**config.mk**
```make
export PLATFORM = sky130hd
export DESIGN_NAME = mem_issue
export DESIGN_NICKNAME = d
export VERILOG_FILES = /design/src/mem_pkg.sv /design/src/mem_issue.sv
export SDC_FILE = /design/constraint.sdc
export NUM_CORES = 1
export LEC_CHECK = 0
export ABC_AREA = 1
export CELL_PAD_IN_SITES_DETAIL_PLACEMENT = 0
export CELL_PAD_IN_SITES_GLOBAL_PLACEMENT = 1
export CORE_MARGIN = 2
export CORE_UTILIZATION = 36
export DETAILED_ROUTE_END_ITERATION = 10
export DONT_BUFFER_PORTS = 1
export GPL_TIMING_DRIVEN = 0
export PLACE_DENSITY_LB_ADDON = 0.1
export SETUP_SLACK_MARGIN = 0.2
export SLEW_MARGIN = 30
export SYNTH_ARGS = -nofsm -noshare
export SYNTH_HDL_FRONTEND = slang
export SYNTH_SLANG_ARGS = --single-unit
```
**constraint.sdc**
```tcl
create_clock -name vclk -period 1.8
set_input_delay 0.27 -clock vclk [all_inputs]
set_output_delay 0.27 -clock vclk [all_outputs]
set_load 0.03 [all_outputs]
```
**src/mem_pkg.sv**
```systemverilog
package mem_pkg;

    // datapath widths
    localparam int xlen       = 32;
    localparam int reg_addr_w = 5;
    localparam int exp_w      = 7;   // one bit per cause

    // exception bit positions
    localparam int exp_ale  = 0;    // misaligned address
    localparam int exp_adem = 1;    // address out of range

    // width code 3 behaves as word
    localparam logic [1:0] width_byte = 2'd0;
    localparam logic [1:0] width_half = 2'd1;
    localparam logic [1:0] width_word = 2'd2;

    // ram geometry
    localparam int ram_words  = 256;
    localparam int line_bytes = 16;
    localparam int miss_extra = 3;   // extra cycles on a miss

    localparam int ram_idx_w  = $clog2(ram_words);
    localparam int line_sh    = $clog2(line_bytes);
    localparam int miss_cnt_w = $clog2(miss_extra + 1);

    localparam logic [miss_cnt_w-1:0] miss_last = miss_cnt_w'(miss_extra - 1);
    localparam logic [xlen-1:0]       ram_bytes = xlen'(ram_words * 4);

    // control carried from issue to response
    typedef struct packed {
        logic [reg_addr_w-1:0] rd;
        logic [1:0]            width;
        logic                  sign;
        logic                  load;
        logic [1:0]            byte_off;
        logic [exp_w-1:0]      exp;
        logic [xlen-1:0]       addr;
    } mem_ctrl_t;

    // writeback payload
    typedef struct packed {
        logic [reg_addr_w-1:0] rd;
        logic [xlen-1:0]       data;
        logic [exp_w-1:0]      exp;
        logic [xlen-1:0]       badv;
    } wb_t;

endpackage

```
**src/mem_issue.sv**
```systemverilog
`timescale 1ns/1ps

module mem_issue (
    input  logic                             mem_en,
    input  logic                             mem_write,
    input  logic [1:0]                       mem_width,
    input  logic                             mem_sign,
    input  logic [mem_pkg::reg_addr_w-1:0]   mem_rd,
    input  logic [mem_pkg::xlen-1:0]         mem_base,
    input  logic [mem_pkg::xlen-1:0]         mem_imm,
    input  logic [mem_pkg::xlen-1:0]         mem_data,
    input  logic [mem_pkg::exp_w-1:0]        mem_exp,
    input  logic                             stall,
    output logic                             valid,
    output logic                             op,
    output logic [mem_pkg::xlen-1:0]         addr,
    output logic [mem_pkg::xlen/8-1:0]       write_type,
    output logic [mem_pkg::xlen-1:0]         w_data,
    output mem_pkg::mem_ctrl_t               ctrl
);
    logic [mem_pkg::xlen-1:0]     sum;
    logic [mem_pkg::xlen/8-1:0]   base_be;
    logic [mem_pkg::xlen/4-1:0]   be_twice;
    logic                         load_op;

    assign sum     = mem_base + mem_imm;
    assign load_op = mem_en & ~mem_write;

    assign valid = mem_en & ~stall;   // no request while the ram is busy
    assign op    = mem_write;
    assign addr  = sum;

    always_comb begin
        case (mem_width)
            mem_pkg::width_byte: base_be = 4'b0001;
            mem_pkg::width_half: base_be = 4'b0011;
            default:             base_be = 4'b1111;
        endcase
    end

    // rotate rather than shift, so a lane pattern that spills past the
    // word still shows its width to the ram alignment check
    assign be_twice   = {base_be, base_be} << sum[1:0];
    assign write_type = be_twice[mem_pkg::xlen/4-1:mem_pkg::xlen/8];

    always_comb begin
        case (mem_width)
            mem_pkg::width_byte: w_data = {(mem_pkg::xlen/8){mem_data[7:0]}};
            mem_pkg::width_half: w_data = {(mem_pkg::xlen/16){mem_data[15:0]}};
            default:             w_data = mem_data;
        endcase
    end

    always_comb begin
        ctrl.rd       = load_op ? mem_rd : '0;   // stores and bubbles write nothing
        ctrl.width    = mem_width;
        ctrl.sign     = mem_sign;
        ctrl.load     = load_op;
        ctrl.byte_off = sum[1:0];
        ctrl.exp      = mem_exp;
        ctrl.addr     = sum;
    end

endmodule

```
==> results.md <==
- IO Port Bufs: 0
- Syn avg cell area: approximately 4.9 sq um
- Final worst setup slack: -268.9 ps
- Final HPWL DP: 9588 microns
- Netlist cell types: 24
- Worst endpoint required time: 1530 ps
- Relative slew slack: 36.79%
- Post-synthesis compound-gate area fraction: 7.358%
- Maxcap violations: 0
- Cell taking the most area after synthesis: nand2_1
- Area grow syn2layout: 69.28%
- Final setup vio count: 43
- Max FO, Critical Path: 3
- Post-route ant nets: 0
- Synth top area cells: nand2_1, inv_1, buf_4, ha_1, nor2_1
- Final wirelength: about 12,000 microns
- DRT Pass-1 Iters: 4
- Post-synth net total: 805
- Core area: slightly below 9000 sq um
- Synth cell count leaders: nand2_1, inv_1, buf_4
- Synth Area in Simple Gates: 46.46%
- Total internal power: approximately 1.1 mW
- Reg area: 0 sq um
- Die Ht: just under 100 microns
- Post-Layout Cell Count: 805
- Min-delay src: stall
- Post-cts hold buffer count: 0
- DR vias: 3,949
- Ratio of cells with drive above 1 in the final layout: between 40% and 50%
- Most frequent cell after synthesis: nand2_1
- GPL Wtd Cong: 0.8921
- Area of the mapped netlist: between 3000 and 4000 sq um
- Initial Util: a little under two fifths
- Total grt overflow: 0
- HP Class: input port to output pin
- Critical path buffer and inverter count: 5
- Main combinational cell family by area after synthesis: simple AND/OR/NAND/NOR gates
- Initial antenna violation count: 0
- Mux cell area share after synthesis: 0%
- Placed instance area: 4008 sq um
- Final Cell Area: 5411 sq um
- Post-Synth Adder-Cell Area: about an eighth
- Peak VDD IR: between 0.2 and 0.3 mV
- # placed instances: between 700 and 800
- Fin crit period: 2069 ps
- Critical Path AT: 1800 ps
- Crit-path leading delay family: buffers and inverters
- Final Slew Violations: 0
- Seq_cells: 0
- Clock buffer count: 0
- Pwr Total: 2.943 mW
- Die area: 9650 sq um
- 1st-iter DRT viols: 93
- Post-synth top area share: 32.88%
- Critical-path cell list: ha_4 > inv_2 > fa_2 > inv_4 > buf_4 > buf_6 > nand3_4 > nand3_4 > xor2_4 > buf_6
- Hold path endpoint: valid
- Worst path slowest cell: fa_2
- CP Launch Type: input port
- Combinational power share: between 90% and 100%
- DIE WIDTH: between 90 and 100 microns
- Final Hold Vio Count: 0
- Layout Nets: 845
- Remaining DRCs: 0
- GRT Total Usage: between 20% and 30%
- Seq/Total Area, Yosys: 0%
- Hold Path Depth: 1
- Via/cell ratio: 4.906
- # diodes: 0
- Synth warn: 0
- IO Pins: 234
- Vias in the first global route: approximately 3,700
- Clock network power share: 0%
- Net Switching: 1.883 mW
- Seq pwr share: 0%
- Sw Ratio: 63.99%
- Post-Synthesis Cells: 659
- CP peak stage delay: 370 ps
- Leakage Power: 2.930 nW
- Largest net degree at the start of global routing: 11
- Final Cycle Share: 114.9%
- RSZ-0062 raised after global routing: yes
- First-pass GRT wire length: 17,930 microns
- WL per Instance: 14.86 microns
- Violated checks: negative setup slack
- WS Path Type: input port to output pin
- Xor and xnor fraction of the mapped netlist area: under 10%
- Placement Rows: 34
- PD cells: 543.8 nW/um^2
- Filler Cells Inserted: around 800
- Critical Path End Type: output pin
- Fmax: 0.4834 GHz
- Area used by multi-input combinational logic: 3847 sq um
- Outcome: finished, violations left
- Worst-margin pin slew: 938.2 ps
==> final cells by class <==
cell class | instances | area share, %
multi-input combinational | 464 | 71.10
buffer | 58 | 10.10
inverter | 137 | 9.803
timing repair buffer | 38 | 6.497
tap | 108 | 2.497
==> worst max path at each step <==
stage	startpoint	end	slack, ps	depth (start not counted)
6_report	mem_imm[0]	ctrl[10]	-270	10
5_1_grt	mem_imm[0]	ctrl[10]	-330	10
4_1_cts	mem_imm[0]	ctrl[12]	-250	10
3_5_place_dp	mem_base[4]	ctrl[29]	-400	12
3_3_place_gp	mem_base[4]	ctrl[29]	-410	12
2_1_floorplan	mem_base[0]	ctrl[24]	-160	13
==> kinds of logic (layout without fill, tap and decap cells) <==
| kind of cell | Yosys count | after routing |
|---|---|---|
| AO/OA/AOI/OAI | 41 | 41 |
| XOR/XNOR | 15 | 15 |
| adder cells (fa/ha/maj) | 32 | 32 |
| buffers and inverters | 195 | 233 |
| AND/OR/NAND/NOR | 376 | 376 |
==> what timing repair did <==
item	4_1_cts	5_1_grt
buffers inserted	24	14
setup endpoints to repair	83	71
resized for setup	160	110
pin swaps	56	70
==> layout by cell type, fill, tap and decap left out, types with 6 or more instances in the layout <==
cell,n
a21oi_1,6
a21oi_2,11
a21oi_4,6
buf_4,48
buf_6,43
ha_4,29
inv_1,123
inv_2,8
nand2_1,179
nand2_2,56
nand2_4,45
nand3_1,10
nand3_2,11
nand3_4,9
nor2_1,27
nor2_2,20
nor2_4,6
o211ai_1,6
xor2_4,12
==> power groups by stage <==
stage / clock network [mW] / registers [mW] / logic, mW
after floorplan: 0 / 0 / 2.08
after global placement: 0 / 0 / 2.33
after detailed placement: 0 / 0 / 2.34
after CTS: 0 / 0 / 2.69
after global routing: 0 / 0 / 3.12
final: 0 / 0 / 2.94
==> routing by layer <==
layer	vias to the layer above	wire [microns]	track usage, %
met1	1793	4923	28.71
met4	0	212	3.056
met3	18	692	2.004
met5	-	0	0
met2	148	6136	41.25
li1	1990	-	-
==> through the flow <==
step                      setup TNS, ps  setup WS, ps  hold WS [ps]  util, %
final                             -5552        -268.9         654.4    62.36
after detailed placement         -11550        -397.9         655.1    46.18
after CTS                         -4456        -246.9         655.1    55.72
after global placement           -11020        -406.8         656.8    46.18
after floorplan                   -3289        -157.9         651.8        -
after global routing              -8556        -333.3         661.1    62.36
(Power assumes the default switching activity.)
