<file path="src/mem_pkg.sv">
package mem_pkg;

    // datapath widths
    localparam int xlen       = 32;
    localparam int reg_addr_w = 5;
    localparam int exp_w      = 7;   // one bit per cause

    // exception bit positions
    localparam int exp_ale  = 0;    // misaligned address
    localparam int exp_adem = 1;    // address out of range

    // width code 3 behaves as word
    localparam logic [1:0] width_byte = 2'd0;
    localparam logic [1:0] width_half = 2'd1;
    localparam logic [1:0] width_word = 2'd2;

    // ram geometry
    localparam int ram_words  = 256;
    localparam int line_bytes = 16;
    localparam int miss_extra = 3;   // extra cycles on a miss

    localparam int ram_idx_w  = $clog2(ram_words);
    localparam int line_sh    = $clog2(line_bytes);
    localparam int miss_cnt_w = $clog2(miss_extra + 1);

    localparam logic [miss_cnt_w-1:0] miss_last = miss_cnt_w'(miss_extra - 1);
    localparam logic [xlen-1:0]       ram_bytes = xlen'(ram_words * 4);

    // control carried from issue to response
    typedef struct packed {
        logic [reg_addr_w-1:0] rd;
        logic [1:0]            width;
        logic                  sign;
        logic                  load;
        logic [1:0]            byte_off;
        logic [exp_w-1:0]      exp;
        logic [xlen-1:0]       addr;
    } mem_ctrl_t;

    // writeback payload
    typedef struct packed {
        logic [reg_addr_w-1:0] rd;
        logic [xlen-1:0]       data;
        logic [exp_w-1:0]      exp;
        logic [xlen-1:0]       badv;
    } wb_t;

endpackage

</file>
<file path="src/mem_response.sv">
`timescale 1ns/1ps

module mem_response (
    input  logic                         ctrl_valid,
    input  mem_pkg::mem_ctrl_t           ctrl,
    input  logic                         data_valid,
    input  logic [mem_pkg::xlen-1:0]     r_data,
    input  logic [mem_pkg::exp_w-1:0]    cache_exp,
    input  logic [mem_pkg::xlen-1:0]     cache_badv,
    output logic                         stall,
    output logic                         wb_load,
    output mem_pkg::wb_t                 wb
);
    logic                         ram_exc;
    logic                         done;
    logic [mem_pkg::exp_w-1:0]    exp;
    logic [mem_pkg::xlen-1:0]     shifted;
    logic [mem_pkg::xlen-1:0]     ext;

    assign ram_exc = |cache_exp;

    // waiting on the ram with nothing back yet
    assign stall   = ctrl_valid & ~(data_valid | ram_exc);
    assign done    = ctrl_valid & (data_valid | ram_exc);
    assign wb_load = done;

    assign exp = done ? (ctrl.exp | cache_exp) : '0;

    assign shifted = r_data >> {ctrl.byte_off, 3'b000};   // addressed lane to bit 0

    always_comb begin
        case (ctrl.width)
            mem_pkg::width_byte: begin
                ext = ctrl.sign ? {{(mem_pkg::xlen-8){shifted[7]}}, shifted[7:0]}
                                : {{(mem_pkg::xlen-8){1'b0}}, shifted[7:0]};
            end
            mem_pkg::width_half: begin
                ext = ctrl.sign ? {{(mem_pkg::xlen-16){shifted[15]}}, shifted[15:0]}
                                : {{(mem_pkg::xlen-16){1'b0}}, shifted[15:0]};
            end
            default: ext = shifted;
        endcase
    end

    always_comb begin
        wb     = '0;
        wb.exp = exp;
        if (done && exp == '0) begin
            wb.rd = ctrl.rd;   // already zero for stores
            if (ctrl.load) begin
                wb.data = ext;
            end
        end
        // ram fault address first, else the address of an upstream fault
        if (done && ram_exc) begin
            wb.badv = cache_badv;
        end else if (done && |ctrl.exp) begin
            wb.badv = ctrl.addr;
        end
    end

endmodule

</file>
<file path="config.mk">
export PLATFORM = sky130hd
export DESIGN_NAME = mem_response
export DESIGN_NICKNAME = d
export VERILOG_FILES = /design/src/mem_pkg.sv /design/src/mem_response.sv
export SDC_FILE = /design/constraint.sdc
export NUM_CORES = 1
export LEC_CHECK = 0
export BUFFER_PORTS_ARGS = -buffer_cell sky130_fd_sc_hd__buf_2
export CORE_AREA = 2 2 77 79
export DETAILED_ROUTE_END_ITERATION = 7
export DIE_AREA = 0 0 79 81
export PLACE_DENSITY = 0.71
export SYNTH_ARGS = -nofsm -noshare
export SYNTH_HDL_FRONTEND = slang
export SYNTH_SLANG_ARGS = --single-unit
</file>
<file path="constraint.sdc">
create_clock -name vclk -period 2
set_input_delay 0.2 -clock vclk [all_inputs]
set_output_delay 0.2 -clock vclk [all_outputs]
set_load 0.005 [all_outputs]
</file>
==> impl_results.md, run 1 <==
* Run status: finished, violations left
* Failing checks: negative setup slack
* FMAX at 0.492 GHz
* # diodes at 0
* Largest net degree at the start of global routing at 35
* RSZ-0062 raised after global routing: true
* FF+latch count at 0
* Avg Cell Area, Syn at 6.98 um2
* Gr ovfl total at 0
* Power Density at 160 nW/um2
* CP Class: input pin to output port
* DRT antenna net count at 0
* Starting Density at 23.5%
* Slew @ Worst Pin at 0.479 ns
* Crit path arrival time at 1.83 ns
* Yosys top cell by area: a22o_1
* GRT Overall Usage at 17.8%
* IO buf count at 201
* Final WL at 6770 um
* Total of max-cap violations at 0
* DP HPWL at 5390 um
* Fin crit period at 2.03 ns
* Worst Setup SP: ctrl[38]
* Die Wd at 79 um
* CP Cell Sequence: buf_6 -> or4_4 -> and4bb_4 -> nand3_4 -> buf_16 -> a211oi_4 -> buf_2
* Layout net count at 510
* Fillers at 596
* Synth cell count leaders: 32 x a22o_1, 23 x nor2_1, 17 x a211oi_1
* Vias in the first global route at 2003
* Cell Area, Synth at 1330 um2
* Area contributors post-synth: a22o_1 21%, mux2i_1 12%, a211oi_1 9.6%
* Hold_sp: data_valid
* Synth top area share at 21.0%
* Vias per cell at 5.05
* Post-layout util at 47.0%
* Unique masters post-synth at 31
* Clock buffers at 0
* CP peak stage delay at 0.52 ns
* Sequential share of the synthesized area at 0%
* Slew headroom at 67.9%
* Post-CTS Hold Fix Bufs at 0
* Hold Path Class: input pin to output port
* Setup crit end kind: output port
* Post-route setup slack at -0.0326 ns
* Slew Limit Fails at 0
* Core footprint at 5680 um2
* 1st-pass router iterations at 4
* CP Launch Type: input pin
* Reg area at 0 um2
* Total power at 0.426 mW
* Post-synth net total at 314
* Final hold violations at 0
* Share of layout cells above drive strength 1 at 63.9%
* Top cell family by delay on the critical path: simple AND/OR/NAND/NOR gates
* Die ar. at 6400 um2
* Standard-cell rows at 28
* Synth Instances at 191
* Leakage at 1.46 nW
* Critical Path Fanout Max at 6
* Worst VDD drop at 0.000116 V
* # setup viols final at 6
* Area Overhead vs Synth at 99.8%
* Io pins at 201
* Setup TNS at -0.107 ns
* Vias at 2325
* Synth Warn # at 0
* Die Y at 81 um
* DRC at 0
* CP max-delay cell: or4_4
* First-pass GRT wire length at 9530 um
* Final period utilization at 102%
* Worst EP required at 1.80 ns
* Starting DRT DRC Count at 58
* Wirelength per Cell at 14.7 um
* Gpl congestion at 0.883
* Critical path buffers and inverters at 3
* Top-count cell post-synth: a22o_1
* Number of antenna violations at the first check in global routing at 0
==> where the power goes <==
group          leakage (nW)  internal (mW)  switching (mW)  total [mW]
clock network             0              0               0           0
logic                  1.46          0.220           0.206       0.426
registers                 0              0               0           0
total                  1.46          0.220           0.206       0.426
==> layout make-up <==
class	count	area, um2	area share (%)
inverters	1	3.75	0.141
multi-input cells	168	1340	50.3
well taps	75	93.8	3.52
repair buffers	216	1230	46.1
==> through the flow <==
stage               std cells  hold WS [ns]  cell area (um2)  setup WS [ns]
finish                    460         0.677             2670        -0.0326
global route              460         0.683             2670        -0.0736
CTS                       459         0.679             2610        -0.0543
detailed placement        456         0.678             2480         -0.110
global placement          456         0.677             2480        -0.0384
floorplan                 191         0.433             1330          0.254
==> path summary, 6_finish.rpt <==
check,to,depth (start not counted)
max,wb[39],7
min,stall,3
==> metal layers <==
metal	up-vias	wire length [um]	track usage (%)
met5	-	0	0
met1	1079	2960	25.6
met3	6	398	1.67
met2	104	3370	29.5
met4	0	53	2.07
li1	1136	-	-
==> what timing repair did <==
| item | in CTS | in global routing |
|---|---|---|
| buffers inserted | 2 | 1 |
| cloned | 1 | 0 |
| resized for setup | 18 | 9 |
| pin swaps | 16 | 2 |
| endpoints found under the setup margin | 28 | 31 |
==> cell usage in the layout, fill, tap and decap left out, types with 2 or more instances in the layout <==
| cell | n |
|---|---|
| nor2b_1 | 8 |
| a22o_1 | 32 |
| nor4_1 | 2 |
| nor3_1 | 2 |
| nor3_4 | 4 |
| buf_12 | 6 |
| a21oi_1 | 16 |
| a211oi_2 | 13 |
| buf_6 | 3 |
| o21a_1 | 8 |
| nor2_1 | 23 |
| buf_4 | 6 |
| nand2_1 | 11 |
| and3_1 | 6 |
| mux2i_1 | 16 |
| nor3_2 | 4 |
| a211oi_4 | 2 |
| a211oi_1 | 7 |
| buf_2 | 200 |
==> logic make-up (layout without fill, tap and decap cells) <==
group | after synthesis | count (layout) | share of synthesized area, %
AO/OA/AOI/OAI | 82 | 82 | 49.1
AND/OR/NAND/NOR | 69 | 69 | 28.0
buffers and inverters | 23 | 217 | 9.29
multiplexers | 17 | 17 | 13.7
Power figures use the tool's default switching activity.
==> run 2: changes to the inputs <==
Settings changed: REMOVE_ABC_BUFFERS set to 1.
==> impl_results.md, run 2 (synthesis results as in run 1) <==
* Run status: finished, violations left
* Failing checks: negative setup slack
* Gpl congestion at 0.855 (-3.2%)
* CP max-delay cell: or4_4
* Slew headroom at 80.6% (+13 points)
* Slew @ Worst Pin at 0.282 ns (-0.197 ns)
* Share of layout cells above drive strength 1 at 63.6% (-0.33 points)
* DP HPWL at 6450 um (+20%)
* DRC at 0 (unchanged)
* Commonest non-fill, non-tap cells in the layout: 200 x buf_2, 32 x a22o_1, 23 x nor2_1, 16 x mux2i_1, 16 x a21oi_1
* 1st-pass router iterations at 4 (unchanged)
* Power Density at 167 nW/um2 (+4.7%)
* Slew Limit Fails at 0 (unchanged)
* First-pass GRT wire length at 10800 um (+13%)
* Number of antenna violations at the first check in global routing at 0 (unchanged)
* Area Overhead vs Synth at 95.5%
* Fin crit period at 2.02 ns (-0.0164 ns)
* Commonest non-fill, non-tap cell in the layout: buf_2
* Total power at 0.436 mW (+2.5%)
* WHS Endpoint: wb[6]
* Cell count of the worst hold path at 3 (unchanged)
* Die Y at 81 um (unchanged)
* Reg area at 0 um2 (unchanged)
* Final WL at 7940 um (+17%)
* CP Cell Sequence: buf_6 -> or4_4 -> and4bb_4 -> nand3_4 -> buf_6 -> a211oi_2 -> buf_2
* Io pins at 201 (unchanged)
* # setup viols final at 1 (-5)
* Critical path buffers and inverters at 3 (unchanged)
* Met2 usage at 41.5% (+12 points)
* Hold_sp: ctrl[6]
* CP Class: input pin to output port
* Vias in the first global route at 2160 (+7.8%)
* FMAX at 0.496 GHz (+0.82%)
* Crit path arrival time at 1.82 ns (about the same)
* Die Wd at 79 um (unchanged)
* CP Launch Type: input pin
* Met1 Track Usage GR at 23.4% (-2.2 points)
* Wirelength per Cell at 17.2 um (+17%)
* Die ar. at 6400 um2 (unchanged)
* Final hold violations at 0 (unchanged)
* Gr ovfl total at 0 (unchanged)
* # diodes at 0 (unchanged)
* Post-route setup slack at -0.0161 ns (+0.0164 ns)
* Core footprint at 5680 um2 (unchanged)
* Total of max-cap violations at 0 (unchanged)
* GRT Overall Usage at 21.2% (+3.5 points)
* Hold Path Class: input pin to output port
* Setup crit end kind: output port
* CP peak stage delay at 0.53 ns (about the same)
* Standard-cell rows at 28 (unchanged)
* RSZ-0062 raised after global routing: true
* CP dominant cell by count: buf_6
* Starting DRT DRC Count at 63 (+8.6%)
* Critical Path Fanout Max at 8 (+2)
* Worst hold slack at 0.675 ns (-0.00172 ns)
* Vias per cell at 5.13 (+1.5%)
* Worst EP required at 1.80 ns (about the same)
* Final period utilization at 101% (-0.82 points)
* Leakage at 1.44 nW (-1.0%)
* Largest net degree at the start of global routing at 35 (unchanged)
* FF+latch count at 0 (unchanged)
* Layout net count at 512 (+0.39%)
* Clock buffers at 0 (unchanged)
* Met3 GRT Util at 5.33% (+3.7 points)
* DRT antenna net count at 0 (unchanged)
* Setup Buffers After CTS at 0 (-2)
* Vias at 2370 (+1.9%)
* GRT busiest layer: met2
* Top cell family by delay on the critical path: simple AND/OR/NAND/NOR gates
* IO buf count at 201 (unchanged)
* Starting Density at 23.5% (unchanged)
* Worst VDD drop at 0.0000838 V (-28%)
* Fillers at 599 (+0.50%)
[run 2: cell types whose count changed in the layout (fill, tap and decap cells not counted)]
cell / before / now
buf_12: 6 / 4
nor3_1: 2 / 4
a211oi_1: 7 / 9
nor3_4: 4 / 0
nor4_4: 0 / 1
buf_6: 3 / 6
a211oi_4: 2 / 0
nor4_2: 0 / 1
nor3_2: 4 / 6
buf_16: 1 / 0
nor4_1: 2 / 0
buf_4: 6 / 8
[run 2: routing by layer]
layer  vias up  wire (um)
met3         8        830
met4         0        134
met2       120       4070
met1      1103       2910
li1       1139          -
met5         -          0
[run 2: layout make-up]
class	instances	area [um2]	area share, %
Tap cell	75	93.8	3.60
Timing Repair Buffer	218	1210	46.4
Inverter	1	3.75	0.144
Multi-Input combinational cell	168	1300	49.9
[run 2: tightest hold or removal path: cells and delay by family]
kind / cells / cell delay [ns]
buf+inv: 2 / 0.17
compound gates: 1 / 0.10
[run 2: report_power, final]
| part | internal (mW) | switching (mW) | leakage [nW] |
|---|---|---|---|
| sequential | 0 | 0 | 0 |
| combinational | 0.221 | 0.215 | 1.44 |
| clock | 0 | 0 | 0 |
[run 2: how the worst max path moves through the flow]
stage | slack [ns] | from | endpoint | depth (start not counted)
floorplan | -0.88 | cache_exp[5] | wb[0] | 4
detailed placement | -0.04 | ctrl[35] | wb[40] | 7
global route | -0.05 | ctrl[35] | wb[42] | 7
finish | -0.02 | ctrl[35] | wb[42] | 7
CTS | -0.04 | ctrl[35] | wb[39] | 7
global placement | -0.06 | ctrl[35] | wb[25] | 8
[run 2: through the flow]
stage	worst slack (ns)	instances	TNS [ns]	area [um2]	util, %
6_report	-0.0161	462	-0.0161	2610	45.9
3_5_place_dp	-0.0447	462	-0.406	2500	44.0
2_1_floorplan	-0.877	169	-28.06	1210	-
3_3_place_gp	-0.0624	462	-0.915	2500	44.0
5_1_grt	-0.0548	462	-0.548	2610	45.9
4_1_cts	-0.0431	462	-0.260	2570	45.2
[run 2: timing repair]
action / CTS / global route
pin swaps: 10 / 4
endpoints found under the setup margin: 30 / 63
hold buffers: 0 / 0
gates resized for setup: 15 / 7
==> run 3: changes to the inputs <==
Clock period 2 ns to 2.5 ns, I/O delays scaled along.
==> impl_results.md, run 3 (synthesis results as in run 1) <==
* GRT Overall Usage at 20.7% (-0.53 points)
* Post-layout util at 41.5% (-4.4 points)
* Total of max-cap violations at 0 (unchanged)
* IO buf count at 201 (unchanged)
* Die ar. at 6400 um2 (unchanged)
* Starting DRT DRC Count at 66 (+4.8%)
* Slew headroom at 61.7% (-19 points)
* Combinational Power Share at 100.0% (about the same)
* Final hold violations at 0 (unchanged)
* Layout Cells excl Fill at 450 (-2.6%)
* Clock power share at 0% (unchanged)
* Area Overhead vs Synth at 76.6%
* Slew @ Worst Pin at 0.574 ns (+0.292 ns)
* Fin crit period at 2.28 ns
* First-pass GRT wire length at 10600 um (-1.9%)
* DP HPWL at 6360 um (-1.4%)
* CP Class: input pin to output port
* Resize count post-CTS at 0 (-15)
* Share of layout cells above drive strength 1 at 58.4% (-5.2 points)
* Crit path arrival time at 2.03 ns (+0.21 ns)
* Inst Count DP at 450 (-2.6%)
* Post-CTS Hold Fix Bufs at 0 (unchanged)
* Hold Path Class: input pin to output port
* Psw at 0.156 mW (-27%)
* Starting Density at 23.5% (unchanged)
* Standard-cell rows at 28 (unchanged)
* # setup viols final at 0 (-1)
* Post-route setup slack at 0.221 ns (+0.237 ns)
* Slew Limit Fails at 0 (unchanged)
* Worst Setup SP: ctrl[35]
* FF+latch count at 0 (unchanged)
* Wirelength per Cell at 17.0 um (-1.0%)
* Setup TNS at 0 ns (+0.0161 ns)
* Setup crit end kind: output port
* Core footprint at 5680 um2 (unchanged)
* Gr ovfl total at 0 (unchanged)
* Setup Buffers After CTS at 0 (unchanged)
* # diodes at 0 (unchanged)
* Vias per cell at 5.09 (-0.84%)
* Flop pwr share at 0% (unchanged)
* DRC at 0 (unchanged)
* CP Launch Type: input pin
* Vias in the first global route at 2032 (-5.9%)
* Total power at 0.317 mW (-27%)
* Worst EP required at 2.25 ns (+0.45 ns)
* Commonest non-fill, non-tap cell in the layout: buf_2
* Leakage at 1.34 nW (-7.1%)
* Vias at 2289 (-3.4%)
* Io pins at 201 (unchanged)
* RSZ-0062 raised after global routing: false
* DRT antenna net count at 0 (unchanged)
* Commonest non-fill, non-tap cells in the layout: 201 x buf_2, 32 x a22o_1, 23 x nor2_1, 17 x a211oi_1
* Fillers at 610 (+1.8%)
* Int Pwr at 0.160 mW (-27%)
* Final period utilization at 91.2%
* Die Wd at 79 um (unchanged)
* Pre-CTS setup slack at 0.200 ns (+0.245 ns)
* Gpl congestion at 0.867 (+1.5%)
* 1st-pass router iterations at 4 (unchanged)
* Reg area at 0 um2 (unchanged)
* Largest net degree at the start of global routing at 35 (unchanged)
* Critical Path Fanout Max at 23 (+15)
* Run status: complete, no violations
* FMAX at 0.439 GHz
* Sw frac at 49.4% (+0.079 points)
* Power Density at 135 nW/um2 (-20%)
* Number of antenna violations at the first check in global routing at 0 (unchanged)
* Final WL at 7660 um (-3.6%)
* Die Y at 81 um (unchanged)
* Hold_sp: ctrl[29]
* Clock buffers at 0 (unchanged)
* Worst VDD drop at 0.0000796 V (-5.0%)
* Layout net count at 500 (-2.3%)
[run 3: area by class of cell]
cell class,count,area [um2],area share [%]
Multi-Input combinational cell,168,1210,51.6
Timing Repair Buffer,206,1040,44.3
Tap cell,75,93.8,3.98
Inverter,1,3.75,0.159
[run 3: power groups by stage]
stage	Sequential, mW	Combinational (mW)	Clock, mW
3_5_place_dp	0	0.316	0
4_1_cts	0	0.318	0
6_report	0	0.317	0
5_1_grt	0	0.349	0
2_1_floorplan	0	0.119	0
3_3_place_gp	0	0.311	0
[run 3: per-stage QoR]
step | instance area (um2) | hold slack [ns]
4_1_cts | 2360 | 0.775
5_1_grt | 2360 | 0.792
6_report | 2360 | 0.776
2_1_floorplan | 1210 | 0.533
3_3_place_gp | 2360 | 0.776
3_5_place_dp | 2360 | 0.775
[run 3: critical path, cell delays in order]
cell	delay [ns]
buf_2	0.10
or4_4	0.53
and4bb_4	0.40
nand3_4	0.27
nor3_1	0.30
buf_2	0.16
[run 3: final timing paths]
path                     end  slack [ns]  cells past startpoint
worst max-delay path  wb[61]        0.22                      6
worst min-delay path  wb[29]        0.78                      3
[run 3: per-layer routing]
layer  track usage, %  vias to the layer above  share of wire [%]  wire [um]
met5                0                        -                  0          0
met4             2.41                        0                1.2         95
met3             5.44                        6                9.9        759
met2             38.6                      115                 50       3850
met1             24.5                     1056                 39       2950
li1                 -                     1112                  -          -
